<file path="src/mem_if_pkg.sv">
/* Dual-port memory interface definitions */

package mem_if_pkg;

  // ------------------------------------------------------------------
  // Bus widths
  // ------------------------------------------------------------------

  // Data word, shared by the AXI side and the memory array
  localparam int DATA_WIDTH = 32;

  // One strobe bit per byte lane
  localparam int STRB_WIDTH = DATA_WIDTH / 8;

  // Full AXI byte address
  localparam int ADDR_WIDTH = 32;

  // Low address bits that pick a byte inside a word
  localparam int OFFSET_BITS = 2;

  // ------------------------------------------------------------------
  // Types
  // ------------------------------------------------------------------

  typedef logic [DATA_WIDTH-1:0] data_t;

  typedef logic [STRB_WIDTH-1:0] strb_t;

  // ------------------------------------------------------------------
  // Response codes
  // ------------------------------------------------------------------

  // Only OKAY is ever returned
  localparam logic [1:0] RESP_OKAY = 2'b00;

endpackage

</file>
<file path="src/mem_arbiter.sv">
/* Fixed-priority memory arbiter */

`timescale 1ns/1ps

module mem_arbiter
  import mem_if_pkg::*;
#(
  parameter int MEM_ADDR_WIDTH = 8
)
(
  input  logic                      ACLK,
  input  logic                      ARESETn,

  // High-priority request
  input  logic                      hp_req_valid_i,
  input  logic                      hp_req_write_i,
  input  logic [MEM_ADDR_WIDTH-1:0] hp_req_addr_i,
  input  data_t                     hp_req_wdata_i,
  input  strb_t                     hp_req_be_i,

  // Low-priority request
  input  logic                      lp_req_valid_i,
  input  logic                      lp_req_write_i,
  input  logic [MEM_ADDR_WIDTH-1:0] lp_req_addr_i,
  input  data_t                     lp_req_wdata_i,
  input  strb_t                     lp_req_be_i,

  output logic                      hp_grant_o,
  output logic                      lp_grant_o,

  // Memory side
  output logic                      mem_cs_o,
  output logic                      mem_we_o,
  output logic [MEM_ADDR_WIDTH-1:0] mem_addr_o,
  output data_t                     mem_wdata_o,
  output strb_t                     mem_be_o,

  output logic                      hp_rdata_valid_o,
  output logic                      lp_rdata_valid_o
);

  // Read issued last cycle and the port it belongs to
  logic rd_inflight;
  logic rd_dest_hp;

  // ------------------------------------------------------------------
  // Grant and request mux
  // ------------------------------------------------------------------

  // hp wins whenever it asks
  assign hp_grant_o = hp_req_valid_i;
  assign lp_grant_o = lp_req_valid_i & ~hp_req_valid_i;

  always_comb
  begin
    mem_cs_o = hp_req_valid_i | lp_req_valid_i;
    if (hp_req_valid_i)
    begin
      mem_we_o    = hp_req_write_i;
      mem_addr_o  = hp_req_addr_i;
      mem_wdata_o = hp_req_wdata_i;
      mem_be_o    = hp_req_be_i;
    end
    else
    begin
      mem_we_o    = lp_req_write_i;
      mem_addr_o  = lp_req_addr_i;
      mem_wdata_o = lp_req_wdata_i;
      mem_be_o    = lp_req_be_i;
    end
  end

  // ------------------------------------------------------------------
  // Read-data return
  // ------------------------------------------------------------------

  always_ff @(posedge ACLK or negedge ARESETn)
  begin
    if (!ARESETn)
    begin
      rd_inflight <= 1'b0;
      rd_dest_hp  <= 1'b0;
    end
    else
    begin
      rd_inflight <= mem_cs_o & ~mem_we_o;
      rd_dest_hp  <= hp_grant_o;
    end
  end

  assign hp_rdata_valid_o = rd_inflight & rd_dest_hp;
  assign lp_rdata_valid_o = rd_inflight & ~rd_dest_hp;

endmodule

</file>
<file path="config.mk">
export PLATFORM = sky130hd
export DESIGN_NAME = mem_arbiter
export DESIGN_NICKNAME = d
export VERILOG_FILES = /design/src/mem_if_pkg.sv /design/src/mem_arbiter.sv
export SDC_FILE = /design/constraint.sdc
export NUM_CORES = 1
export LEC_CHECK = 0
export CAP_MARGIN = 5
export CORE_AREA = 2 2 55 57
export CTS_BUF_LIST = sky130_fd_sc_hd__clkbuf_16
export DETAILED_ROUTE_END_ITERATION = 10
export DIE_AREA = 0 0 57 59
export DONT_BUFFER_PORTS = 1
export GPL_TIMING_DRIVEN = 0
export PLACE_DENSITY_LB_ADDON = 0.3
export SYNTH_ARGS = -nofsm -noshare
export SYNTH_HDL_FRONTEND = slang
export SYNTH_SLANG_ARGS = --single-unit
</file>
<file path="constraint.sdc">
create_clock -name ACLK -period 1 [get_ports ACLK]
set_input_delay 0.15 -clock ACLK [delete_from_list [all_inputs] [get_ports ACLK]]
set_output_delay 0.15 -clock ACLK [all_outputs]
set_load 0.03 [all_outputs]
</file>
After elaboration in Yosys (flattened, before gate mapping)
Cells that the tools add are included. W data, S select, Z words.

Word-level logic and storage cells: 14. Register bits after elaboration: 2. Input bits: 94. Output and inout port bits: 50.

Multiplexer cells: 4. Bitwise logic cells: 8.

Operators with widths (count): $mux W32 (1); $mux W8 (1); $and A1 B1 Y1 (4); $mux W4 (1); $not A1 Y1 (3); $mux W1 (1); $or A1 B1 Y1 (1).

Logic depth before layout (Yosys ltp)
Gate-level depths: netlist of run 1.

Depth in word-level cells: 3. Depth in mapped cells: 4. Mapped depth without buffers: 2.

Worst setup path before layout of run 1
Ideal clock, no wire load.

Path type: input-to-output. Start: in hp_req_valid_i. End: out mem_we_o. Slack: -0.263 ns. Data required time: 0.850 ns. Stages on the path: 3. Arrival: 1.113 ns. Buffers on the path: 2. Path through: buf_6 -> buf_6 -> o21ai_0.

Cells in the longest elaborated chain, start to end: 1.

RTL lines: start: declaration (RTL line mem_arbiter.sv:15) `input logic hp_req_valid_i,`; $mux W1 (RTL line mem_arbiter.sv:57) `if (hp_req_valid_i)`; end: declaration (RTL line mem_arbiter.sv:33) `output logic mem_we_o,`.

Every way passes these cells.

Worst setup path in the final report of run 1
Start: reg rd_dest_hp. End: out lp_rdata_valid_o.

Cells in the longest elaborated chain, start to end: 2.

RTL lines: start: declaration (RTL line mem_arbiter.sv:44) `logic rd_dest_hp;`; start signal: assignment (RTL line mem_arbiter.sv:87) `rd_dest_hp <= hp_grant_o;`; $not A1 Y1 (RTL line mem_arbiter.sv:92) `assign lp_rdata_valid_o = rd_inflight & ~rd_dest_hp;`; $and A1 B1 Y1 (RTL line mem_arbiter.sv:92); end: declaration (RTL line mem_arbiter.sv:39) `output logic lp_rdata_valid_o`.

Every way passes these cells.

==> results of run 1 <==
[final timing paths]
| check | from | end | slack [ns] | depth (start not counted) |
|---|---|---|---|---|
| min in group asynchronous | ARESETn | rd_dest_hp$_DFF_PN0_ | 0.17 | 1 |
| setup / recovery | rd_dest_hp$_DFF_PN0_ | lp_rdata_valid_o | 0.02 | 1 |
| max in group asynchronous | ARESETn | rd_inflight$_DFF_PN0_ | 0.70 | 1 |
| hold / removal | hp_req_write_i | rd_inflight$_DFF_PN0_ | 0.15 | 2 |
[cell usage in the layout (no fill, tap or decap)]
cell	synthesis	final
sky130_fd_sc_hd__nor2b_4	0	1
sky130_fd_sc_hd__nand2_1	1	1
sky130_fd_sc_hd__o21ai_2	0	1
sky130_fd_sc_hd__inv_1	2	2
sky130_fd_sc_hd__and2_4	0	1
sky130_fd_sc_hd__mux2_4	6	6
sky130_fd_sc_hd__mux2_2	38	38
sky130_fd_sc_hd__dlygate4sd3_1	0	2
sky130_fd_sc_hd__nor2b_2	0	1
sky130_fd_sc_hd__or2_1	1	1
sky130_fd_sc_hd__buf_4	4	4
sky130_fd_sc_hd__a22o_1	1	1
sky130_fd_sc_hd__clkbuf_16	0	3
sky130_fd_sc_hd__buf_6	2	2
sky130_fd_sc_hd__dfrtp_1	2	2
[through the flow]
| step | setup TNS (ns) | power, mW | cells | hold slack [ns] |
|---|---|---|---|---|
| 2_1_floorplan | 0 | 0.653 | 61 | -0.146 |
| 3_3_place_gp | 0 | 0.683 | 92 | -0.146 |
| 3_5_place_dp | 0 | 0.683 | 92 | -0.146 |
| 4_1_cts | -0.00866 | 1.30 | 97 | 0.167 |
| 5_1_grt | 0 | 1.32 | 97 | 0.174 |
| 6_report | 0 | 1.28 | 97 | 0.150 |
[flip-flops by register name (all words and copies together), names as in the netlist]
name	flops
rd_dest_hp	1
rd_inflight	1
[layout make-up]
cell class	count	area (um2)
multi-input cells	51	577
plain buffers	6	52.6
repair buffers	2	20.0
fillers	287	1890
clock buffers	3	75.1
flip-flops and latches	2	50.0
well taps	31	38.8
inverters	2	7.51
[metal layers]
layer | global-route usage | up-vias | share of wire
li1 | - | 233 | -
met4 | 0.0299 | 0 | 0.0029
met2 | 0.186 | 75 | 0.57
met1 | 0.0943 | 245 | 0.28
met5 | 0 | - | 0
met3 | 0.0284 | 2 | 0.14
[what timing repair did]
action | 4_1_cts | 5_1_grt
hold buffers | 2 | 0
gates resized for setup | 3 | 1
endpoints found under the setup margin | 2 | 1
endpoints found under the hold margin | 3 | 0
[kinds of logic after synthesis]
group,synth area share
flops,0.0746
compound gates,0.0205
simple gates,0.0429
buf+inv,0.0896
mux,0.772
[power groups by stage]
stage / Clock [mW] / Sequential, mW / Combinational, mW
after global placement: 0 / 0.0892 / 0.594
after global routing: 0.611 / 0.0911 / 0.622
after detailed placement: 0 / 0.0894 / 0.594
after floorplan: 0 / 0.0888 / 0.564
final: 0.588 / 0.0903 / 0.603
after CTS: 0.600 / 0.0900 / 0.606
==> impl_metrics.ini, run 1 <==
[setup_path]
path_buf_inv = 0
timing.critical_path.max_delay_family = flip-flops
worst_path_class_setup = register to primary output
crit_arrival_ns = 0.83
worst_path_largest_cell_delay_ns = 0.39
end_kind = primary output
worstPathCellList = nor2b_4
path_max_fanout = 2
timing.critical_path.required_ns = 0.85
cell_with_the_largest_stage_delay_on_the_worst_path = sky130_fd_sc_hd__dfrtp_1
start_kind = register

[routing]
drc = 0
routed_wire_length_per_instance_um = 21.5
detail_route.wirelength_mm = 2.09
first_pass_iters = 2
drt.antenna.violating_nets = 0
post_drt_via_cell_ratio = 5.72
dr.first_iter.drc_count = 6
via_count = 555

[pwr]
power.net_switching_mw = 0.498
share_of_total_power_in_combinational_logic = 0.470
power_density_over_cell_area_mw_per_mm2 = 1560
p_int_mw = 0.783
power.clock.fraction = 0.459
pwr-share-seq = 0.071
power.ir.vdd_worst_v = 0.00118
sw_frac_of_total = 0.389
power.static_leakage_nw = 0.333

[clocking]
cts_root_buf = sky130_fd_sc_hd__clkbuf_16
post_cts.repair.setup_buffers = 0
cts_buffer_depth = 2
cts_made_buffers = 3
clkSinkCount = 2
cts.clk_slew.worst_paths_ns = 0.03
htree_levels = 1
cts_tree = done

[placement]
final_wtd_congestion = 0.650
port_buffers = 0
placedInstanceArea_um2 = 716
pre_cts_slack_ns = 0.0333
place.detailed.hpwl_mm = 1.87

[grt]
grt_overflow = 0
grt_antenna_before_repair = 0
grt_pass1_wl_mm = 2.42
grt.total_usage = 0.0943
grt_start_max_net_pins = 11
first_global_vias = 549

[layout]
post_route_cells_drive_above_1_share = 0.864
layout.core_utilization = 0.303
areaGrowthSynthToFinish_pct = 22.4
final_net_count = 162
diodes = 0
finish.instance_area_um2 = 821

[synth]
synth_top_cell_by_area = sky130_fd_sc_hd__mux2_2
syn-instance-count = 61
synth_fp_nets = 155
ys_warn_count = 0
synth_edf_count = 0
post_synth_main_area_contributors = sky130_fd_sc_hd__mux2_2, sky130_fd_sc_hd__mux2_4, sky130_fd_sc_hd__dfrtp_1
yosys_register_bits = 2
synth-seq-area-share = 0.0746
yosysUniqueCellTypes = 12
post-synth-top-count-cell = sky130_fd_sc_hd__mux2_2
synth-async-reset-ratio = 1.00
postSynthAreaPerCell_um2 = 11.0
mappedNetlistArea_um2 = 671
synthDominantCellAreaShare = 0.638
synth-main-ff-cell = sky130_fd_sc_hd__dfrtp_1
synth.cells.most_frequent = sky130_fd_sc_hd__mux2_2, sky130_fd_sc_hd__mux2_4, sky130_fd_sc_hd__buf_4

[sta]
timing.final.crit_share = 0.984
hold_viol_final = 0
worst-slew-pin-transition_ns = 0.377
timing.slew.headroom = 0.748
rsz_0062_raised_after_global_routing = false
post-route-worst-setup-slack_ns = 0.0159
timing.final.setup_violations = 0
slew_violations = 0
min_period_ns = 0.984
fmax_ghz = 1.02

[floorplanning]
placement_rows = 19
die_w_um = 57
die_height_um = 59
die-area_mm2 = 0.00336
core_area_mm2 = 0.00271
initial_utilization = 0.247
design.portCount = 144

[min_path]
min_path_type = input port to register

[run_status]
result_of_the_run = finished, final reports clean

[job]
cap_violations = 0
Power figures use the tool's default switching activity.
==> run 2: changes to the inputs <==
- REMOVE_ABC_BUFFERS: default -> 1
==> run 2 against run 1 <==
Compared with the run above: first-iteration DRC count grew 50%; critical path type unchanged; clock-buffer cell count did not move; cell count is 6.2% lower; sequential share of layout area is 0.47 points higher; flip-flop and latch count unchanged; sequential power rose by 0.6%; largest cell class unchanged.
==> impl_metrics.ini, run 2 (same netlist as run 1, synthesis figures left out) <==
[run_status]
result_of_the_run = finished, final reports clean

[routing]
drt.antenna.violating_nets = 0
detail_route.wirelength_mm = 2.21
via_count = 521
drc = 0
routed_wire_length_per_instance_um = 24.3
first_pass_iters = 3
dr.first_iter.drc_count = 9
post_drt_via_cell_ratio = 5.73

[layout]
post_route_cells_drive_above_1_share = 0.817
areaGrowthSynthToFinish_pct = 13.6
most-common-layout-cells = sky130_fd_sc_hd__mux2_2, sky130_fd_sc_hd__mux2_4, sky130_fd_sc_hd__clkbuf_16
layout.cells.most_common = sky130_fd_sc_hd__mux2_2
biggestRegsByFlops = rd_dest_hp: 1 flops, rd_inflight: 1 flops
diodes = 0
final_net_count = 156

[pwr]
p_int_mw = 0.766
pwr-share-seq = 0.073
sw_frac_of_total = 0.385
share_of_total_power_in_combinational_logic = 0.441
power.ir.vdd_worst_v = 0.00105
power.static_leakage_nw = 0.300
power_density_over_cell_area_mw_per_mm2 = 1640
power.clock.fraction = 0.486
pwr_total_mw = 1.25
power.net_switching_mw = 0.480

[setup_path]
path_buf_inv = 0
end_kind = primary output
timing.critical_path.max_delay_family = flip-flops
cell_with_the_largest_stage_delay_on_the_worst_path = sky130_fd_sc_hd__dfrtp_1
timing.critical_path.required_ns = 0.85
start_kind = register
worst_path_class_setup = register to primary output
path_max_fanout = 2
worst_path_largest_cell_delay_ns = 0.40
worstPathCellList = nor2b_4
crit_arrival_ns = 0.85

[floorplanning]
design.portCount = 144
die_w_um = 57
placement_rows = 19
core_area_mm2 = 0.00271
die-area_mm2 = 0.00336
initial_utilization = 0.247
die_height_um = 59

[sta]
finalSetupTns_ns = 0
whs_ns = 0.102
min_period_ns = 0.996
fmax_ghz = 1.00
rsz_0062_raised_after_global_routing = true
timing.slew.headroom = 0.574
timing.final.crit_share = 0.996
worst-slew-pin-transition_ns = 0.638
slew_violations = 0
hold_viol_final = 0
timing.final.setup_violations = 0

[clocking]
htree_levels = 1
cts_buffer_depth = 2
cts_made_buffers = 3
cts_root_buf = sky130_fd_sc_hd__clkbuf_16
cts.clk_slew.worst_paths_ns = 0.03
clkSinkCount = 2
cts_tree = done

[min_path]
min_path_type = input port to register

[placement]
port_buffers = 0
final_wtd_congestion = 0.798
place.detailed.hpwl_mm = 1.79

[job]
cap_violations = 0

[grt]
grt_overflow = 0
grt.total_usage = 0.0993
grt_pass1_wl_mm = 2.42
first_global_vias = 527
grt_start_max_net_pins = 52
grt_antenna_before_repair = 0
[run 2: cell count changes in the layout (fill, tap and decap cells not counted), sizes merged]
cell  change
buf       -6
[run 2: metrics by stage]
| stage | setup slack, ns | util | cell area [um2] | instances |
|---|---|---|---|---|
| after CTS | -0.0164 | 0.281 | 761 | 91 |
| after global routing | -0.0152 | 0.281 | 762 | 91 |
| after detailed placement | -0.0331 | 0.242 | 657 | 86 |
| final | 0.00435 | 0.281 | 762 | 91 |
| after floorplan | -0.00933 | - | 618 | 55 |
| after global placement | -0.0357 | 0.242 | 657 | 86 |
[run 2: path summary, 6_finish.rpt]
check	start	endpoint	slack [ns]	cells past startpoint
max	rd_dest_hp$_DFF_PN0_	lp_rdata_valid_o	0.004	1
min	hp_req_valid_i	rd_inflight$_DFF_PN0_	0.10	1
max in group asynchronous	ARESETn	rd_inflight$_DFF_PN0_	0.69	1
min in group asynchronous	ARESETn	rd_dest_hp$_DFF_PN0_	0.17	1
[run 2: timing repair]
item                       CTS  global route
setup buffers                0             0
setup endpoints to repair    3             2
hold endpoints to repair     3             0
hold buffers                 2             0
gates resized for setup      4             1
[run 2: final cells by class]
cell class	count	area, um2
Fill cell	285	1950
Multi-Input combinational cell	51	571
Clock buffer	3	75.1
Sequential cell	2	50.0
Tap cell	31	38.8
Timing Repair Buffer	2	20.0
Inverter	2	7.51
[run 2: routing by layer]
| metal | vias up | routed length, um | share of wire | global-route usage |
|---|---|---|---|---|
| li1 | 220 | - | - | - |
| met1 | 224 | 612 | 0.28 | 0.0836 |
| met2 | 75 | 1270 | 0.57 | 0.204 |
| met3 | 2 | 311 | 0.14 | 0.0328 |
| met4 | 0 | 15 | 0.0068 | 0.0498 |
| met5 | - | 0 | 0 | 0 |
[run 2: power by group through the flow]
stage / clock network, mW / registers (mW) / logic (mW)
6_report: 0.605 / 0.0908 / 0.550
5_1_grt: 0.618 / 0.0913 / 0.563
4_1_cts: 0.617 / 0.0905 / 0.553
3_5_place_dp: 0 / 0.0900 / 0.539
3_3_place_gp: 0 / 0.0891 / 0.539
2_1_floorplan: 0 / 0.0888 / 0.511
==> run 3: changes to the inputs <==
- clock period: 1 -> 0.8 ns (I/O delays scaled with it)
==> run 3 against run 2 <==
Compared with the run above: hold slack got worse by 0.030 ns; critical path depth did not move; the flow now finishes with violations (negative setup slack); flip-flop and latch count did not move; global-route usage did not move; combinational power rose by 25%; sequential share of layout area did not move; non-clock buffer count did not move; highest routed layer unchanged; critical path type unchanged; via count did not move; setup slack got worse by 0.17 ns; largest power group unchanged; sequential power rose by 26%; first-iteration DRC count rose by 22%; cell count did not move.
==> impl_metrics.ini, run 3 (same netlist as run 1, synthesis figures left out) <==
[run_status]
result_of_the_run = finished, violations left
violations_in_the_final_reports = negative setup slack

[clocking]
cts.clk_slew.worst_paths_ns = 0.03
post_cts.repair.setup_buffers = 0
cts_buffer_depth = 2
htree_levels = 1
cts_tree = done
cts_root_buf = sky130_fd_sc_hd__clkbuf_16
clkSinkCount = 2
cts_made_buffers = 3

[layout]
biggestRegsByFlops = rd_dest_hp: 1 flops, rd_inflight: 1 flops
areaGrowthSynthToFinish_pct = 13.6
diodes = 0
layout.cells.most_common = sky130_fd_sc_hd__mux2_2
post_route_cells_drive_above_1_share = 0.817
fillCellCount = 285
most-common-layout-cells = sky130_fd_sc_hd__mux2_2, sky130_fd_sc_hd__mux2_4, sky130_fd_sc_hd__clkbuf_16
final_net_count = 156

[routing]
via_count = 521
routed_wire_length_per_instance_um = 24.3
post_drt_via_cell_ratio = 5.73
drc = 0
detail_route.wirelength_mm = 2.21
drt.antenna.violating_nets = 0
first_pass_iters = 3
dr.first_iter.drc_count = 11

[setup_path]
timing.critical_path.required_ns = 0.68
timing.critical_path.max_delay_family = flip-flops
crit_arrival_ns = 0.85
worst_path_class_setup = register to primary output
worstPathCellList = nor2b_4
path_max_fanout = 2
path_buf_inv = 0
cell_with_the_largest_stage_delay_on_the_worst_path = sky130_fd_sc_hd__dfrtp_1
start_kind = register
worst_path_largest_cell_delay_ns = 0.40
end_kind = primary output

[placement]
port_buffers = 0
pre_cts_slack_ns = -0.173
final_wtd_congestion = 0.798
place.detailed.hpwl_mm = 1.79

[floorplanning]
die-area_mm2 = 0.00336
core_area_mm2 = 0.00271
die_height_um = 59
initial_utilization = 0.247
die_w_um = 57
placement_rows = 19
design.portCount = 144

[grt]
grt_antenna_before_repair = 0
grt_overflow = 0
grt_start_max_net_pins = 52
first_global_vias = 523
grt_pass1_wl_mm = 2.42
grt.total_usage = 0.0993
grt.met2_usage = 0.204
gr-usage-met3 = 0.0328
gr-max-usage-layer = met2
met1_usage = 0.0836

[sta]
whs_ns = 0.0718
timing.final.setup_violations = 2
timing.final.crit_share = 1.21
worst-slew-pin-transition_ns = 0.638
hold_viol_final = 0
post-route-worst-setup-slack_ns = -0.166
rsz_0062_raised_after_global_routing = true
slew_violations = 0
timing.slew.headroom = 0.574
fmax_ghz = 1.04
min_period_ns = 0.966

[pwr]
pwr_total_mw = 1.56
power_density_over_cell_area_mw_per_mm2 = 2040
power.static_leakage_nw = 0.300
power.ir.vdd_worst_v = 0.00132

[min_path]
min_path_type = input port to register

[job]
cap_violations = 0
## run 3: cell counts in the layout (fill, tap and decap cells not counted)
Identical to the previous run, type by type.
## run 3: layout make-up
| class | instances | area, um2 | area share |
|---|---|---|---|
| sequential | 2 | 50.0 | 0.0657 |
| multi-input combinational | 51 | 571 | 0.749 |
| timing repair buffer | 2 | 20.0 | 0.0263 |
| inverter | 2 | 7.51 | 0.00985 |
| tap | 31 | 38.8 | 0.0509 |
| clock buffer | 3 | 75.1 | 0.0985 |
## run 3: path summary, 6_finish.rpt
check,cells after the start,slack (ns),from,endpoint
worst max-delay path,1,-0.17,rd_dest_hp$_DFF_PN0_,lp_rdata_valid_o
max in group asynchronous,1,0.52,ARESETn,rd_inflight$_DFF_PN0_
min in group asynchronous,1,0.14,ARESETn,rd_dest_hp$_DFF_PN0_
worst min-delay path,1,0.07,hp_req_valid_i,rd_inflight$_DFF_PN0_
## run 3: stage by stage
| step | TNS, ns | utilization | std cells | area, um2 |
|---|---|---|---|---|
| finish | -0.304 | 0.281 | 91 | 762 |
| global route | -0.342 | 0.281 | 91 | 762 |
| CTS | -0.316 | 0.281 | 91 | 762 |
| detailed placement | -0.461 | 0.242 | 86 | 657 |
| global placement | -0.453 | 0.242 | 86 | 657 |
| floorplan | -0.344 | - | 55 | 618 |
## run 3: per-layer routing
metal,wire length (um),vias to the layer above
met5,0,-
met3,311,2
met4,15,0
met1,612,224
li1,-,220
met2,1270,75
## run 3: what timing repair did
item,CTS,global route
hold buffers,2,0
cloned,0,0
hold endpoints to repair,3,0
gates resized for setup,5,0
setup endpoints to repair,3,2
pin swaps,1,1
## run 3: power breakdown
part / total, mW / switching (mW) / leakage [nW] / internal (mW)
clock network: 0.757 / 0.120 / 0.0370 / 0.636
registers: 0.114 / 0.00519 / 0.0241 / 0.108
logic: 0.687 / 0.474 / 0.239 / 0.213
total: 1.56 / 0.600 / 0.300 / 0.958
