==> src/mem_if_pkg.sv <==
/* Dual-port memory interface definitions */

package mem_if_pkg;

  // ------------------------------------------------------------------
  // Bus widths
  // ------------------------------------------------------------------

  // Data word, shared by the AXI side and the memory array
  localparam int DATA_WIDTH = 32;

  // One strobe bit per byte lane
  localparam int STRB_WIDTH = DATA_WIDTH / 8;

  // Full AXI byte address
  localparam int ADDR_WIDTH = 32;

  // Low address bits that pick a byte inside a word
  localparam int OFFSET_BITS = 2;

  // ------------------------------------------------------------------
  // Types
  // ------------------------------------------------------------------

  typedef logic [DATA_WIDTH-1:0] data_t;

  typedef logic [STRB_WIDTH-1:0] strb_t;

  // ------------------------------------------------------------------
  // Response codes
  // ------------------------------------------------------------------

  // Only OKAY is ever returned
  localparam logic [1:0] RESP_OKAY = 2'b00;

endpackage

==> src/axil_port_slave.sv <==
/* AXI4-Lite port front end */

`timescale 1ns/1ps

module axil_port_slave
  import mem_if_pkg::*;
#(
  parameter int MEM_ADDR_WIDTH = 8
)
(
  input  logic                      ACLK,
  input  logic                      ARESETn,

  // Write address channel
  input  logic [ADDR_WIDTH-1:0]     s_awaddr_i,
  input  logic                      s_awvalid_i,
  output logic                      s_awready_o,

  // Write data channel
  input  data_t                     s_wdata_i,
  input  strb_t                     s_wstrb_i,
  input  logic                      s_wvalid_i,
  output logic                      s_wready_o,

  // Write response channel
  output logic [1:0]                s_bresp_o,
  output logic                      s_bvalid_o,
  input  logic                      s_bready_i,

  // Read address channel
  input  logic [ADDR_WIDTH-1:0]     s_araddr_i,
  input  logic                      s_arvalid_i,
  output logic                      s_arready_o,

  // Read data channel
  output data_t                     s_rdata_o,
  output logic [1:0]                s_rresp_o,
  output logic                      s_rvalid_o,
  input  logic                      s_rready_i,

  // Request to arbiter
  output logic                      req_valid_o,
  output logic                      req_write_o,
  output logic [MEM_ADDR_WIDTH-1:0] req_addr_o,
  output data_t                     req_wdata_o,
  output strb_t                     req_be_o,

  // Answer from arbiter and memory
  input  logic                      grant_i,
  input  logic                      rdata_valid_i,
  input  data_t                     rdata_i
);

  // Slot flags
  logic aw_full;
  logic w_full;
  logic ar_full;

  // Slot payloads
  logic [MEM_ADDR_WIDTH-1:0] aw_addr;
  logic [MEM_ADDR_WIDTH-1:0] ar_addr;
  data_t                     w_data;
  strb_t                     w_strb;

  // Response side
  logic  bvalid;
  logic  rvalid;
  logic  rd_pending;
  data_t r_data;

  // Round robin, 0 favours the write
  logic rr_flag;

  logic aw_hs;
  logic w_hs;
  logic ar_hs;
  logic b_hs;
  logic r_hs;
  logic wr_elig;
  logic rd_elig;

  // ------------------------------------------------------------------
  // Channel handshakes
  // ------------------------------------------------------------------

  assign s_awready_o = ~aw_full;
  assign s_wready_o  = ~w_full;
  assign s_arready_o = ~ar_full;

  assign aw_hs = s_awvalid_i & ~aw_full;
  assign w_hs  = s_wvalid_i & ~w_full;
  assign ar_hs = s_arvalid_i & ~ar_full;
  assign b_hs  = bvalid & s_bready_i;
  assign r_hs  = rvalid & s_rready_i;

  always_ff @(posedge ACLK or negedge ARESETn)
  begin
    if (!ARESETn)
    begin
      aw_full <= 1'b0;
      w_full  <= 1'b0;
      ar_full <= 1'b0;
    end
    else
    begin
      // Write slot halves fill on their own, empty together on B
      if (aw_hs)
        aw_full <= 1'b1;
      else if (b_hs)
        aw_full <= 1'b0;

      if (w_hs)
        w_full <= 1'b1;
      else if (b_hs)
        w_full <= 1'b0;

      if (ar_hs)
        ar_full <= 1'b1;
      else if (r_hs)
        ar_full <= 1'b0;
    end
  end

  // Word address taken from above the byte offset, upper bits alias
  always_ff @(posedge ACLK)
  begin
    if (aw_hs)
      aw_addr <= s_awaddr_i[OFFSET_BITS +: MEM_ADDR_WIDTH];
    if (w_hs)
    begin
      w_data <= s_wdata_i;
      w_strb <= s_wstrb_i;
    end
    if (ar_hs)
      ar_addr <= s_araddr_i[OFFSET_BITS +: MEM_ADDR_WIDTH];
    if (rdata_valid_i)
      r_data <= rdata_i;
  end

  // ------------------------------------------------------------------
  // Request and read/write round robin
  // ------------------------------------------------------------------

  assign wr_elig = aw_full & w_full & ~bvalid;
  assign rd_elig = ar_full & ~rd_pending & ~rvalid;

  assign req_valid_o = wr_elig | rd_elig;
  assign req_write_o = wr_elig & (~rd_elig | ~rr_flag);
  assign req_addr_o  = req_write_o ? aw_addr : ar_addr;
  assign req_wdata_o = w_data;
  assign req_be_o    = w_strb;

  always_ff @(posedge ACLK or negedge ARESETn)
  begin
    if (!ARESETn)
      rr_flag <= 1'b0;
    else if (grant_i)
      rr_flag <= ~rr_flag;
  end

  // ------------------------------------------------------------------
  // Responses
  // ------------------------------------------------------------------

  always_ff @(posedge ACLK or negedge ARESETn)
  begin
    if (!ARESETn)
    begin
      bvalid     <= 1'b0;
      rvalid     <= 1'b0;
      rd_pending <= 1'b0;
    end
    else
    begin
      // Write is done in memory at the grant edge
      if (grant_i & req_write_o)
        bvalid <= 1'b1;
      else if (b_hs)
        bvalid <= 1'b0;

      // Read waits one cycle for the bank output
      if (grant_i & ~req_write_o)
        rd_pending <= 1'b1;
      else if (rdata_valid_i)
        rd_pending <= 1'b0;

      if (rdata_valid_i)
        rvalid <= 1'b1;
      else if (r_hs)
        rvalid <= 1'b0;
    end
  end

  assign s_bvalid_o = bvalid;
  assign s_bresp_o  = RESP_OKAY;
  assign s_rvalid_o = rvalid;
  assign s_rdata_o  = r_data;
  assign s_rresp_o  = RESP_OKAY;

endmodule

==> config.mk <==
export PLATFORM = sky130hd
export DESIGN_NAME = axil_port_slave
export DESIGN_NICKNAME = d
export VERILOG_FILES = /design/src/mem_if_pkg.sv /design/src/axil_port_slave.sv
export SDC_FILE = /design/constraint.sdc
export NUM_CORES = 1
export LEC_CHECK = 0
export BUFFER_PORTS_ARGS = -buffer_cell sky130_fd_sc_hd__clkbuf_2
export CELL_PAD_IN_SITES_DETAIL_PLACEMENT = 1
export CELL_PAD_IN_SITES_GLOBAL_PLACEMENT = 2
export CORE_ASPECT_RATIO = 1.25
export CORE_UTILIZATION = 23
export CTS_BUF_LIST = sky130_fd_sc_hd__clkbuf_8
export CTS_CLUSTER_DIAMETER = 100
export CTS_CLUSTER_SIZE = 10
export DETAILED_ROUTE_END_ITERATION = 8
export PLACE_DENSITY_LB_ADDON = 0.1
export SYNTH_ARGS = -nofsm -noshare
export SYNTH_HDL_FRONTEND = slang
export SYNTH_SLANG_ARGS = --single-unit
==> constraint.sdc <==
create_clock -name ACLK -period 3.5 [get_ports ACLK]
set_input_delay 0.175 -clock ACLK [delete_from_list [all_inputs] [get_ports ACLK]]
set_output_delay 0.175 -clock ACLK [all_outputs]
set_load 0.02 [all_outputs]
# ---- After elaboration in Yosys (flattened, before gate mapping)
# Index checks and enable logic that the tools add are counted.
dict set report word_totals {
  reg_bits 91
  elab_cells 51
  output_inout_bits 87
  input_bits 141
}
dict set report classes {
  bitwise_logic 23
  n_mux 10
  n_reduce_logical 6
}
# cell n
set op_table {}
lappend op_table {{$and 1x1->1} 12}
lappend op_table {{$reduce_bool 2->1} 6}
lappend op_table {{$mux 1} 9}
lappend op_table {{$not 1->1} 9}
lappend op_table {{$mux 8} 1}
lappend op_table {{$or 1x1->1} 2}

# ---- Depth between registers and ports, before layout
# Gate-level depths: netlist (run 1).
dict set report depth {
  word_depth 9
  depth_mapped 4
  ltp_nobuf 3
}

# ---- Worst setup path before layout (run 1)
# No wires, ideal clock.
dict set report synth_timing {
  kind {register -> register}
  startpoint {reg w_full}
  endpoint {reg w_strb[0], in the netlist req_be_o[0], enable pin}
  path_stages_with_launch 2
  setup_ns 0.433
  period_less_slack_ns 2.469
  setup_slack_ns 1.031
  required_ns 3.067
  path_buffers 0
  t_arrival_ns 2.035
  path_cell_list {dfrtp_1 -> nor2b_1}
}
dict set report synth_via {
  elab_chain_len 2
}
# item line
set synth_rtl {}
lappend synth_rtl {{start, declared} axil_port_slave.sv:56} ;# logic w_full;
lappend synth_rtl {{start signal, assigned} axil_port_slave.sv:101} ;# w_full <= 1'b0;
lappend synth_rtl {{start signal, assigned} axil_port_slave.sv:113} ;# w_full <= 1'b1;
lappend synth_rtl {{start signal, assigned} axil_port_slave.sv:115} ;# w_full <= 1'b0;
lappend synth_rtl {{$not 1->1} axil_port_slave.sv:91} ;# assign w_hs = s_wvalid_i & ~w_full;
lappend synth_rtl {{$and 1x1->1} axil_port_slave.sv:91}
lappend synth_rtl {{via w_hs} axil_port_slave.sv:75} ;# logic w_hs;
lappend synth_rtl {{end signal, assigned} axil_port_slave.sv:132} ;# w_strb <= s_wstrb_i;
lappend synth_rtl {{end, declared} axil_port_slave.sv:63} ;# strb_t w_strb;
# The timed path passes the listed nets, and every way through them passes these cells.
# A chain may end at the register's enable or synchronous reset.

# ---- Worst setup path after layout (run 1)
dict set report layout_timing {
  startpoint {reg bvalid, in the netlist s_bvalid_o}
  endpoint {out req_addr_o[7]}
}
dict set report layout_via {
  elab_chain_len 4
}
# item line
set layout_rtl {}
lappend layout_rtl {{start, declared} axil_port_slave.sv:66} ;# logic bvalid;
lappend layout_rtl {{start signal, assigned} axil_port_slave.sv:169} ;# bvalid <= 1'b0;
lappend layout_rtl {{start signal, assigned} axil_port_slave.sv:177} ;# bvalid <= 1'b1;
lappend layout_rtl {{start signal, assigned} axil_port_slave.sv:179} ;# bvalid <= 1'b0;
lappend layout_rtl {{$not 1->1} axil_port_slave.sv:144} ;# assign wr_elig = aw_full & w_full & ~bvalid;
lappend layout_rtl {{$and 1x1->1} axil_port_slave.sv:144}
lappend layout_rtl {{$and 1x1->1} axil_port_slave.sv:148} ;# assign req_write_o = wr_elig & (~rd_elig | ~rr_flag);
lappend layout_rtl {{$mux 8} axil_port_slave.sv:149} ;# assign req_addr_o = req_write_o ? aw_addr : ar_addr;
lappend layout_rtl {{end, declared} axil_port_slave.sv:44} ;# output logic [MEM_ADDR_WIDTH-1:0] req_addr_o,
# Every way passes these cells.

==> results of run 1 <==
area by class of cell:
| type | count | area (µm²) | area share [%] |
|---|---|---|---|
| inverter | 7 | 26.28 | 0.5129 |
| multi-input combinational | 29 | 259.0 | 5.056 |
| clock buffer | 9 | 123.9 | 2.418 |
| sequential | 91 | 2698 | 52.66 |
| clock inverter | 7 | 68.82 | 1.343 |
| tap | 168 | 210.2 | 4.104 |
| timing repair buffer | 261 | 1737 | 33.90 |
stage by stage:
stage                     instances  hold slack (ps)  cell area, µm²  util [%]  power, µW
after floorplan                 132           -120.6            3017         -       1870
after global placement          470            36.30            4069     31.99       2119
after detailed placement        470            31.45            4069     31.99       2124
after CTS                       572            23.06            5122     40.27       2914
after global routing            572            58.05            5122     40.27       3010
final                           572            52.29            5122     40.27       2856
routing by layer:
metal / share of wire [%] / vias up / global-route usage [%]
met5: 0 / - / 0
met3: 6.1 / 7 / 4.096
met4: 1.4 / 0 / 4.790
met2: 53 / 95 / 20.12
met1: 39 / 1021 / 12.80
li1: - / 1026 / -
power breakdown:
group	internal, µW	total [µW]	switching [µW]
clock	329	693	364
sequential	1350	1410	59.2
combinational	311	754	443
what timing repair did:
action                     CTS  global route
buffers inserted             0             0
hold endpoints to repair    92             0
setup endpoints to repair    0             0
hold buffers                86             0
logic make-up after synthesis:
| family | after synthesis | share of synthesized area [%] |
|---|---|---|
| flops | 91 | 89.76 |
| buf+inv | 12 | 2.248 |
| compound gates | 8 | 1.957 |
| mux | 8 | 3.872 |
| simple gates | 8 | 1.749 |
| xor+xnor | 1 | 0.2915 |
| other cells | 1 | 0.1248 |
sequential cells by signal (all words and copies together) (netlist names):
register     cells
req_wdata_o     32
s_rdata_o       32
ar_addr          8
aw_addr          8
req_be_o         4
ar_full          1
aw_full          1
rd_pending       1
rr_flag          1
s_bvalid_o       1
s_rvalid_o       1
w_full           1
placed cells by master (no fill, tap or decap):
| master | synthesis | final |
|---|---|---|
| a21o_1 | 1 | 1 |
| a21oi_2 | 1 | 1 |
| a22o_2 | 1 | 1 |
| a31oi_1 | 3 | 3 |
| and2b_2 | 1 | 1 |
| bufinv_16 | 0 | 1 |
| clkbuf_2 | 0 | 175 |
| clkbuf_8 | 0 | 9 |
| clkinv_1 | 0 | 2 |
| clkinv_4 | 0 | 1 |
| clkinvlp_4 | 0 | 1 |
| conb_1 | 1 | 4 |
| dfrtp_1 | 7 | 7 |
| dlygate4sd3_1 | 0 | 86 |
| edfxtp_1 | 84 | 84 |
| inv_1 | 7 | 8 |
| inv_8 | 0 | 1 |
| mux2_2 | 1 | 1 |
| mux2_4 | 7 | 7 |
| nand3b_1 | 1 | 1 |
| nor2_1 | 3 | 3 |
| nor2b_1 | 2 | 1 |
| nor2b_4 | 0 | 1 |
| nor3b_2 | 1 | 1 |
| o22ai_1 | 1 | 1 |
| o31ai_1 | 1 | 1 |
| xor2_1 | 1 | 1 |
worst max-delay path by stage:
stage	slack (ps)	to	cells after the start
after detailed placement	1430	req_addr_o[7]	4
after CTS	1020	req_addr_o[7]	4
after global routing	900	req_addr_o[7]	4
final	1120	req_addr_o[7]	4
after global placement	1440	req_addr_o[7]	4
after floorplan	1030	req_be_o[0]	1
==> results.yml, run 1 <==
global_routing:
  grt_max_degree: 37
  overflow: 0
  antenna_found_initial: 0
  grt_pass1_wl_um: 11560
  grt_usage_pct: 11.50
  grt_pass1_vias: 2171
logic_synthesis:
  seq_area_frac_synth_pct: 89.76
  yosysMostFrequentCell: "edfxtp_1"
  synth-seq-cells: 91
  synth_top_cell_by_area: "edfxtp_1"
  syn_inst: 129
  yosys_warnings: 0
  synthTopCellsByCount: "84 x edfxtp_1, 7 x dfrtp_1, 7 x inv_1, 7 x mux2_4, 4 x buf_4"
  syn_area_um2: 3005
  synth_top_area_share_pct: 83.93
  synth.avg_cell_area_um2: 23.30
  synth_edf_count: 84
  synthTopCellsByArea: "edfxtp_1 84%, dfrtp_1 5.8%, mux2_4 3.5%, buf_4 1.0%, inv_1 0.87%"
  async_reset_ff_share_pct: 7.692
  synth_ff_type: "edfxtp_1"
  yosysUniqueCellTypes: 20
placement:
  gp_congestion: 0.6308
  io_buffers: 175
  dp_hpwl_um: 5346
  post-place-ws_ps: 1431
layout:
  drive_above_1_share_pct: 49.75
  n_antenna_cell: 0
  areaGrowthSynthToFinish_pct: 70.44
  fill_cells: 1365
  nets: 540
cts:
  htreeDepth: 3
  cts-buffers-inserted: 9
  cts_root_buf: "clkbuf_8"
  insertion_delay_ps: 350
  cts_tree: "built"
  cts_resized: 0
  clk_pin_slew_ps: 80
  cts.sink_count: 91
  cts.path.max_buffers: 2
setup_path:
  cp_cell_sequence: "nand3b_1 > a21oi_2 > mux2_2 > clkbuf_2"
  critPathSlowestCell: "a21oi_2"
  crit_buf_inv: 1
  required_ps: 3320
  critPathMaxFanout: 11
  crit_type: "register to primary output"
  worstSetupStartpoint: "s_bvalid_o"
  r2r_start: "w_full"
  reg2reg_slack_ps: 1860
  ff2ff_path_depth: 1
  start_kind: "register"
  arrival_ps: 2200
  cp-end-kind: "primary output"
  critPathTopFamily: "compound AO/OA/AOI/OAI gates"
  crit_path_max_incr_delay_ps: 630
  worst_r2r_endpoint: "req_wdata_o[4]"
floorplan:
  floorplan.initialDensity_pct: 23.63
  rows: 46
  core_area_um2: 12720
  die_y_um: 129.8
  die_w_um: 104.2
  fp.dieArea_um2: 13530
  ios: 228
power:
  total_leakage_power_uw: 0.002216
  peakVddDrop_mv: 0.2149
  powerDensity_nw_per_um2: 557.6
status:
  status: "finished clean"
run:
  maxCapViolCount: 0
route:
  drtIter0Drc: 32
  wl_um: 7780
  postRouteAntennaNets: 0
  drc: 0
  first_pass_iters: 4
  via_count: 2149
  routed_via_density: 3.757
  wl_per_cell_um: 13.60
sta:
  finalSetupViolations: 0
  postLayoutSetupSlackWorst_ps: 1121
  fmax_mhz: 420.3
  fin_crit_ps: 2379
  fin_skew_ps: 8.929
  hold_violations: 0
  maxSlewViolCount: 0
  finalCritPeriodShare_pct: 67.98
  worst-slew-pin-transition_ps: 1000
  max_slew_margin_pct: 33.19
  grt_setup_unrepaired: "no"
  fin_tns_setup_ps: 0
min_path:
  min_from: "grant_i"
  min_path_cells: 2
  min_path_type: "primary input to register"
  holdPathEnd: "rr_flag"
(Power assumes the default switching activity.)
==> inputs of run 2 (changes only) <==
--- a/config.mk
+++ b/config.mk
@@ -5,11 +5,12 @@
 export SDC_FILE = /design/constraint.sdc
 export NUM_CORES = 1
 export LEC_CHECK = 0
+export ABC_AREA = 1
 export BUFFER_PORTS_ARGS = -buffer_cell sky130_fd_sc_hd__clkbuf_2
 export CELL_PAD_IN_SITES_DETAIL_PLACEMENT = 1
 export CELL_PAD_IN_SITES_GLOBAL_PLACEMENT = 2
 export CORE_ASPECT_RATIO = 1.25
-export CORE_UTILIZATION = 23
+export CORE_UTILIZATION = 22
 export CTS_BUF_LIST = sky130_fd_sc_hd__clkbuf_8
 export CTS_CLUSTER_DIAMETER = 100
 export CTS_CLUSTER_SIZE = 10
==> constraint.sdc (replaced) <==
create_clock -name ACLK -period 1.9 [get_ports ACLK]
set_input_delay 0.095 -clock ACLK [delete_from_list [all_inputs] [get_ports ACLK]]
set_output_delay 0.095 -clock ACLK [all_outputs]
set_load 0.02 [all_outputs]
==> run 2 against run 1 <==
  * Via count up 7.5%
  * Critical path depth up 2
  * Sequential share of layout area down 0.56 points
  * Synthesized cell count up 20%
  * Hold slack better by 65 ps
  * Critical endpoint is now req_addr_o[1]
  * Highest routed layer unchanged
==> results.yml, run 2 <==
logic_synthesis:
  seq_area_frac_synth_pct: 89.50
  syn_area_um2: 3014
  synthTopCellsByCount: "84 x edfxtp_1, 29 x nand2_1, 12 x inv_1"
  async_reset_ff_share_pct: 7.692
  yosysUniqueCellTypes: 13
  synthTopCellsByArea: "edfxtp_1 84%, dfrtp_1 5.8%, nand2_1 3.6%, nand3_1 1.5%, inv_1 1.5%"
  yosys_warnings: 0
  synth_edf_count: 84
  synth.avg_cell_area_um2: 19.45
  synth-seq-cells: 91
  synth_top_area_share_pct: 83.69
  syn_inst: 155
  synth_ff_type: "edfxtp_1"
  yosysMostFrequentCell: "edfxtp_1"
  synth_top_cell_by_area: "edfxtp_1"
route:
  wl_per_cell_um: 14.14
  postRouteAntennaNets: 0
  via_count: 2310
  drtIter0Drc: 27
  wl_um: 8599
  first_pass_iters: 4
  routed_via_density: 3.799
  drc: 0
global_routing:
  grt_pass1_vias: 2649
  antenna_found_initial: 0
  grt_usage_pct: 12.63
  overflow: 0
  grt_max_degree: 37
  grt_pass1_wl_um: 13430
floorplan:
  fp.dieArea_um2: 14180
  rows: 47
  floorplan.initialDensity_pct: 22.68
  ios: 228
  die_y_um: 132.9
  core_area_um2: 13290
  die_w_um: 106.7
sta:
  worst_hold_slack_ps: 117.6
  fin_tns_setup_ps: 0
  maxSlewViolCount: 0
  fin_crit_ps: 1656
  postLayoutSetupSlackWorst_ps: 243.7
  finalCritPeriodShare_pct: 87.17
  finalSetupViolations: 0
  fin_skew_ps: 7.425
  hold_violations: 0
  fmax_mhz: 603.8
  grt_setup_unrepaired: "no"
placement:
  place_area_um2: 4105
  post-place-ws_ps: 562.9
  io_buffers: 175
  gp_congestion: 0.6641
  dp_hpwl_um: 6092
setup_path:
  ff2ff_path_depth: 4
  start_kind: "register"
  cp-end-kind: "primary output"
  required_ps: 1800
  arrival_ps: 1560
  crit_type: "register to primary output"
  reg2reg_slack_ps: 690
  critPathMaxFanout: 10
layout:
  n_antenna_cell: 0
  layout_common_cells: "175 x clkbuf_2, 91 x dlygate4sd3_1, 84 x edfxtp_1, 29 x nand2_1, 15 x inv_1"
  multi_input_area_um2: 245.2
  drive_above_1_share_pct: 44.39
  mostFrequentLayoutCell: "clkbuf_2"
  final_area_um2: 5177
  nets: 573
  fill_cells: 1454
  areaGrowthSynthToFinish_pct: 71.77
  seqCellArea_um2: 2698
power:
  total_leakage_power_uw: 0.002316
  powerDensity_nw_per_um2: 1017
  peakVddDrop_mv: 0.3803
cts:
  cts-buffers-inserted: 9
  htreeDepth: 3
  clk_pin_slew_ps: 90
  cts_resized: 0
  insertion_delay_ps: 350
  cts_tree: "built"
  cts.sink_count: 91
  cts.path.max_buffers: 2
  cts_root_buf: "clkbuf_8"
min_path:
  min_path_type: "primary input to async pin"
status:
  status: "finished clean"
run:
  maxCapViolCount: 0
run 2: cell count changes in the layout (fill, tap and decap cells not counted), moves of 3 or more:
| cell | previous run | this run |
|---|---|---|
| nand2_1 | 0 | 29 |
| mux2_4 | 7 | 0 |
| inv_1 | 8 | 15 |
| a31oi_1 | 3 | 0 |
| nand3_1 | 0 | 9 |
| nor2_1 | 3 | 0 |
| dlygate4sd3_1 | 86 | 91 |
| o21ai_0 | 0 | 3 |
run 2: worst max-delay path, cell delays in order (launching register included):
cell and delay (ps):
dfrtp_1 400, inv_1 130, nand4_4 210, nand2_4 180, nand2_1 70, nand2_1 60
clkbuf_2 160
run 2: where the power goes:
group / internal, µW / leakage [µW] / switching, µW
Sequential: 2520 / 0.000877 / 113
Combinational: 531 / 0.00135 / 958
Clock: 463 / 0.0000932 / 684
Total: 3510 / 0.00232 / 1750
run 2: what timing repair did:
action / 4_1_cts / 5_1_grt
hold buffers: 91 / 0
buffers inserted: 0 / 0
endpoints found under the hold margin: 97 / 0
run 2: metrics by stage:
| step | std cells | total power (µW) | utilization, % |
|---|---|---|---|
| 6_report | 608 | 5265 | 38.96 |
| 3_5_place_dp | 501 | 4046 | 30.89 |
| 4_1_cts | 608 | 5361 | 38.96 |
| 3_3_place_gp | 501 | 4029 | 30.89 |
| 5_1_grt | 608 | 5558 | 38.96 |
| 2_1_floorplan | 158 | 3475 | - |
run 2: path summary, 6_finish.rpt:
path / from / end
worst max-delay path: s_rvalid_o / req_addr_o[1]
worst min-delay path: ARESETn / aw_full
worst max register to register: w_full / req_wdata_o[21]
worst min register to register: rd_pending / rd_pending
max in group asynchronous: ARESETn / s_rvalid_o
min in group ACLK: rdata_valid_i / s_rdata_o[30]
run 2: layout make-up:
type,instances,share of cell area (%)
tap,171,4.132
multi-input combinational,50,4.737
timing repair buffer,268,35.04
clock buffer,9,2.392
inverter,12,0.8700
sequential,91,52.10
clock inverter,7,0.7250
run 2: kinds of logic (layout without fill, tap and decap cells):
group / count (synthesis) / in the layout / synth area share (%)
xor+xnor: 1 / 1 / 0.2906
other cells: 1 / 4 / 0.1244
compound gates: 4 / 4 / 0.7886
buf+inv: 17 / 296 / 2.740
simple gates: 41 / 41 / 6.558
flops: 91 / 91 / 89.50
run 2: metal layers:
metal,vias to the layer above,GRT usage (%),routed length (µm)
met4,0,5.099,165
met3,11,4.187,632
met1,1089,12.87,3116
li1,1101,-,-
met5,-,0,0
met2,109,23.33,4684
==> inputs of run 3 (changes only) <==
--- a/config.mk
+++ b/config.mk
@@ -5,12 +5,12 @@
 export SDC_FILE = /design/constraint.sdc
 export NUM_CORES = 1
 export LEC_CHECK = 0
-export ABC_AREA = 1
-export BUFFER_PORTS_ARGS = -buffer_cell sky130_fd_sc_hd__clkbuf_2
+export BUFFER_PORTS_ARGS = -buffer_cell sky130_fd_sc_hd__buf_2
 export CELL_PAD_IN_SITES_DETAIL_PLACEMENT = 1
 export CELL_PAD_IN_SITES_GLOBAL_PLACEMENT = 2
 export CORE_ASPECT_RATIO = 1.25
-export CORE_UTILIZATION = 22
+export CORE_MARGIN = 2
+export CORE_UTILIZATION = 23
 export CTS_BUF_LIST = sky130_fd_sc_hd__clkbuf_8
 export CTS_CLUSTER_DIAMETER = 100
 export CTS_CLUSTER_SIZE = 10
==> run 3 against run 2 <==
  * Cell area up 2.5%
  * Via count is 3.2% lower
  * Clock skew grew 3.4 ps
  * Largest cell class unchanged
  * Sequential cell count is the same
  * First-iteration DRC count up 37%
  * Fmax decreased by 9.1%
  * Combinational power up 18%
  * Largest power group unchanged
==> results.yml, run 3 (synthesized netlist as in run 1, its figures left out) <==
floorplan:
  rows: 46
  fp.dieArea_um2: 14000
  floorplan.initialDensity_pct: 23.63
  core_area_um2: 12720
  die_w_um: 106.2
  ios: 228
  die_y_um: 131.8
sta:
  maxSlewViolCount: 0
  grt_setup_unrepaired: "yes"
  fmax_mhz: 549.0
  worst_hold_slack_ps: 132.3
  finalSetupViolations: 0
  hold_violations: 0
  postLayoutSetupSlackWorst_ps: 78.54
  fin_skew_ps: 10.81
  fin_crit_ps: 1821
  finalCritPeriodShare_pct: 95.87
setup_path:
  crit_type: "register to primary output"
  arrival_ps: 1730
  cp-end-kind: "primary output"
  crit_path_max_incr_delay_ps: 390
  cpMostUsedCell: "buf_6"
  critPathTopFamily: "flip-flops"
  required_ps: 1800
  start_kind: "register"
  crit_buf_inv: 2
  cp_cell_sequence: "nand3b_1 > a21oi_2 > buf_6 > mux2_4 > buf_6"
  critPathMaxFanout: 8
  critPathSlowestCell: "dfrtp_1"
route:
  wl_um: 8503
  drc: 0
  drtIter0Drc: 37
  routed_via_density: 3.804
  first_pass_iters: 4
  wl_per_cell_um: 14.46
  postRouteAntennaNets: 0
  via_count: 2237
status:
  status: "finished clean"
layout:
  areaGrowthSynthToFinish_pct: 76.56
  drive_above_1_share_pct: 50.95
  n_antenna_cell: 0
  layout_common_cells: "167 x buf_2, 91 x dlygate4sd3_1, 84 x edfxtp_1, 10 x buf_4"
  mostFrequentLayoutCell: "buf_2"
  nets: 557
  final_cells: 588
global_routing:
  antenna_found_initial: 0
  overflow: 0
  grt_max_degree: 37
  grt_usage_pct: 12.52
  grt_pass1_wl_um: 13280
  grt_pass1_vias: 2589
min_path:
  min_path_type: "primary input to async pin"
placement:
  dp.cells: 476
  dp_hpwl_um: 5664
  post-place-ws_ps: 236.0
  gp_congestion: 0.6766
  io_buffers: 175
power:
  total_leakage_power_uw: 0.002256
  powerDensity_nw_per_um2: 1037
  peakVddDrop_mv: 0.5100
run:
  maxCapViolCount: 0
cts:
  cts_tree: "built"
  htreeDepth: 3
  insertion_delay_ps: 360
  cts.path.max_buffers: 2
  clk_pin_slew_ps: 90
  cts-buffers-inserted: 9
  cts_root_buf: "clkbuf_8"
  cts.sink_count: 91
==> run 3: per-stage QoR <==
stage                     setup TNS [ps]  area, µm²  total power (µW)  utilization (%)
after CTS                              0       5238              5428            41.18
after global placement                 0       4126              3984            32.44
after floorplan                        0       3019              3444                -
final                                  0       5306              5501            41.72
after global routing              -338.7       5306              5788            41.72
after detailed placement               0       4126              3995            32.44
==> run 3: layout make-up <==
| cell class | instances | area, µm² |
|---|---|---|
| Clock buffer | 9 | 123.9 |
| Inverter | 7 | 26.28 |
| Timing Repair Buffer | 278 | 1943 |
| Multi-Input combinational cell | 29 | 262.8 |
| Sequential cell | 91 | 2698 |
| Fill cell | 1336 | 7413 |
| Clock inverter | 6 | 42.54 |
| Tap cell | 168 | 210.2 |
==> run 3: worst reg2reg max path, delay by kind of cell (launching register included) <==
family / cells / cell delay, ps
and+or+nand+nor: 1 / 210
DFF: 1 / 440
buffers and inverters: 3 / 390
AOI/OAI and AO/OA: 2 / 290
==> run 3: repair_timing <==
action / in CTS / in global routing
hold endpoints to repair: 97 / 0
gates resized for setup: 1 / 17
setup endpoints to repair: 8 / 8
cloned: 0 / 0
setup buffers: 4 / 2
hold buffers: 91 / 0
==> run 3: path summary, 6_finish.rpt <==
check,slack [ps],startpoint,cells past startpoint,endpoint
max in group asynchronous,1600,ARESETn,2,rd_pending
worst max register to register,440,s_rvalid_o,6,s_bvalid_o
worst min-delay path,130,ARESETn,2,ar_full
min in group ACLK,260,s_arvalid_i,2,ar_addr[0]
worst max-delay path,80,s_bvalid_o,5,req_addr_o[4]
worst min register to register,500,rr_flag,1,rr_flag
==> run 3: routing by layer <==
metal  vias to the layer above  part of all wire (%)  track usage (%)  wire (µm)
met4                         0                   1.3            4.898        113
met5                         -                     0                0          0
met3                         7                   9.1            5.240        777
met1                      1059                    36            12.57       3034
met2                       114                    54            22.69       4577
li1                       1057                     -                -          -
==> run 3: report_power, final <==
group	switching [µW]	internal (µW)	total, µW
combinational	896	861	1760
clock	704	468	1170
sequential	89.7	2480	2570
total	1690	3810	5500
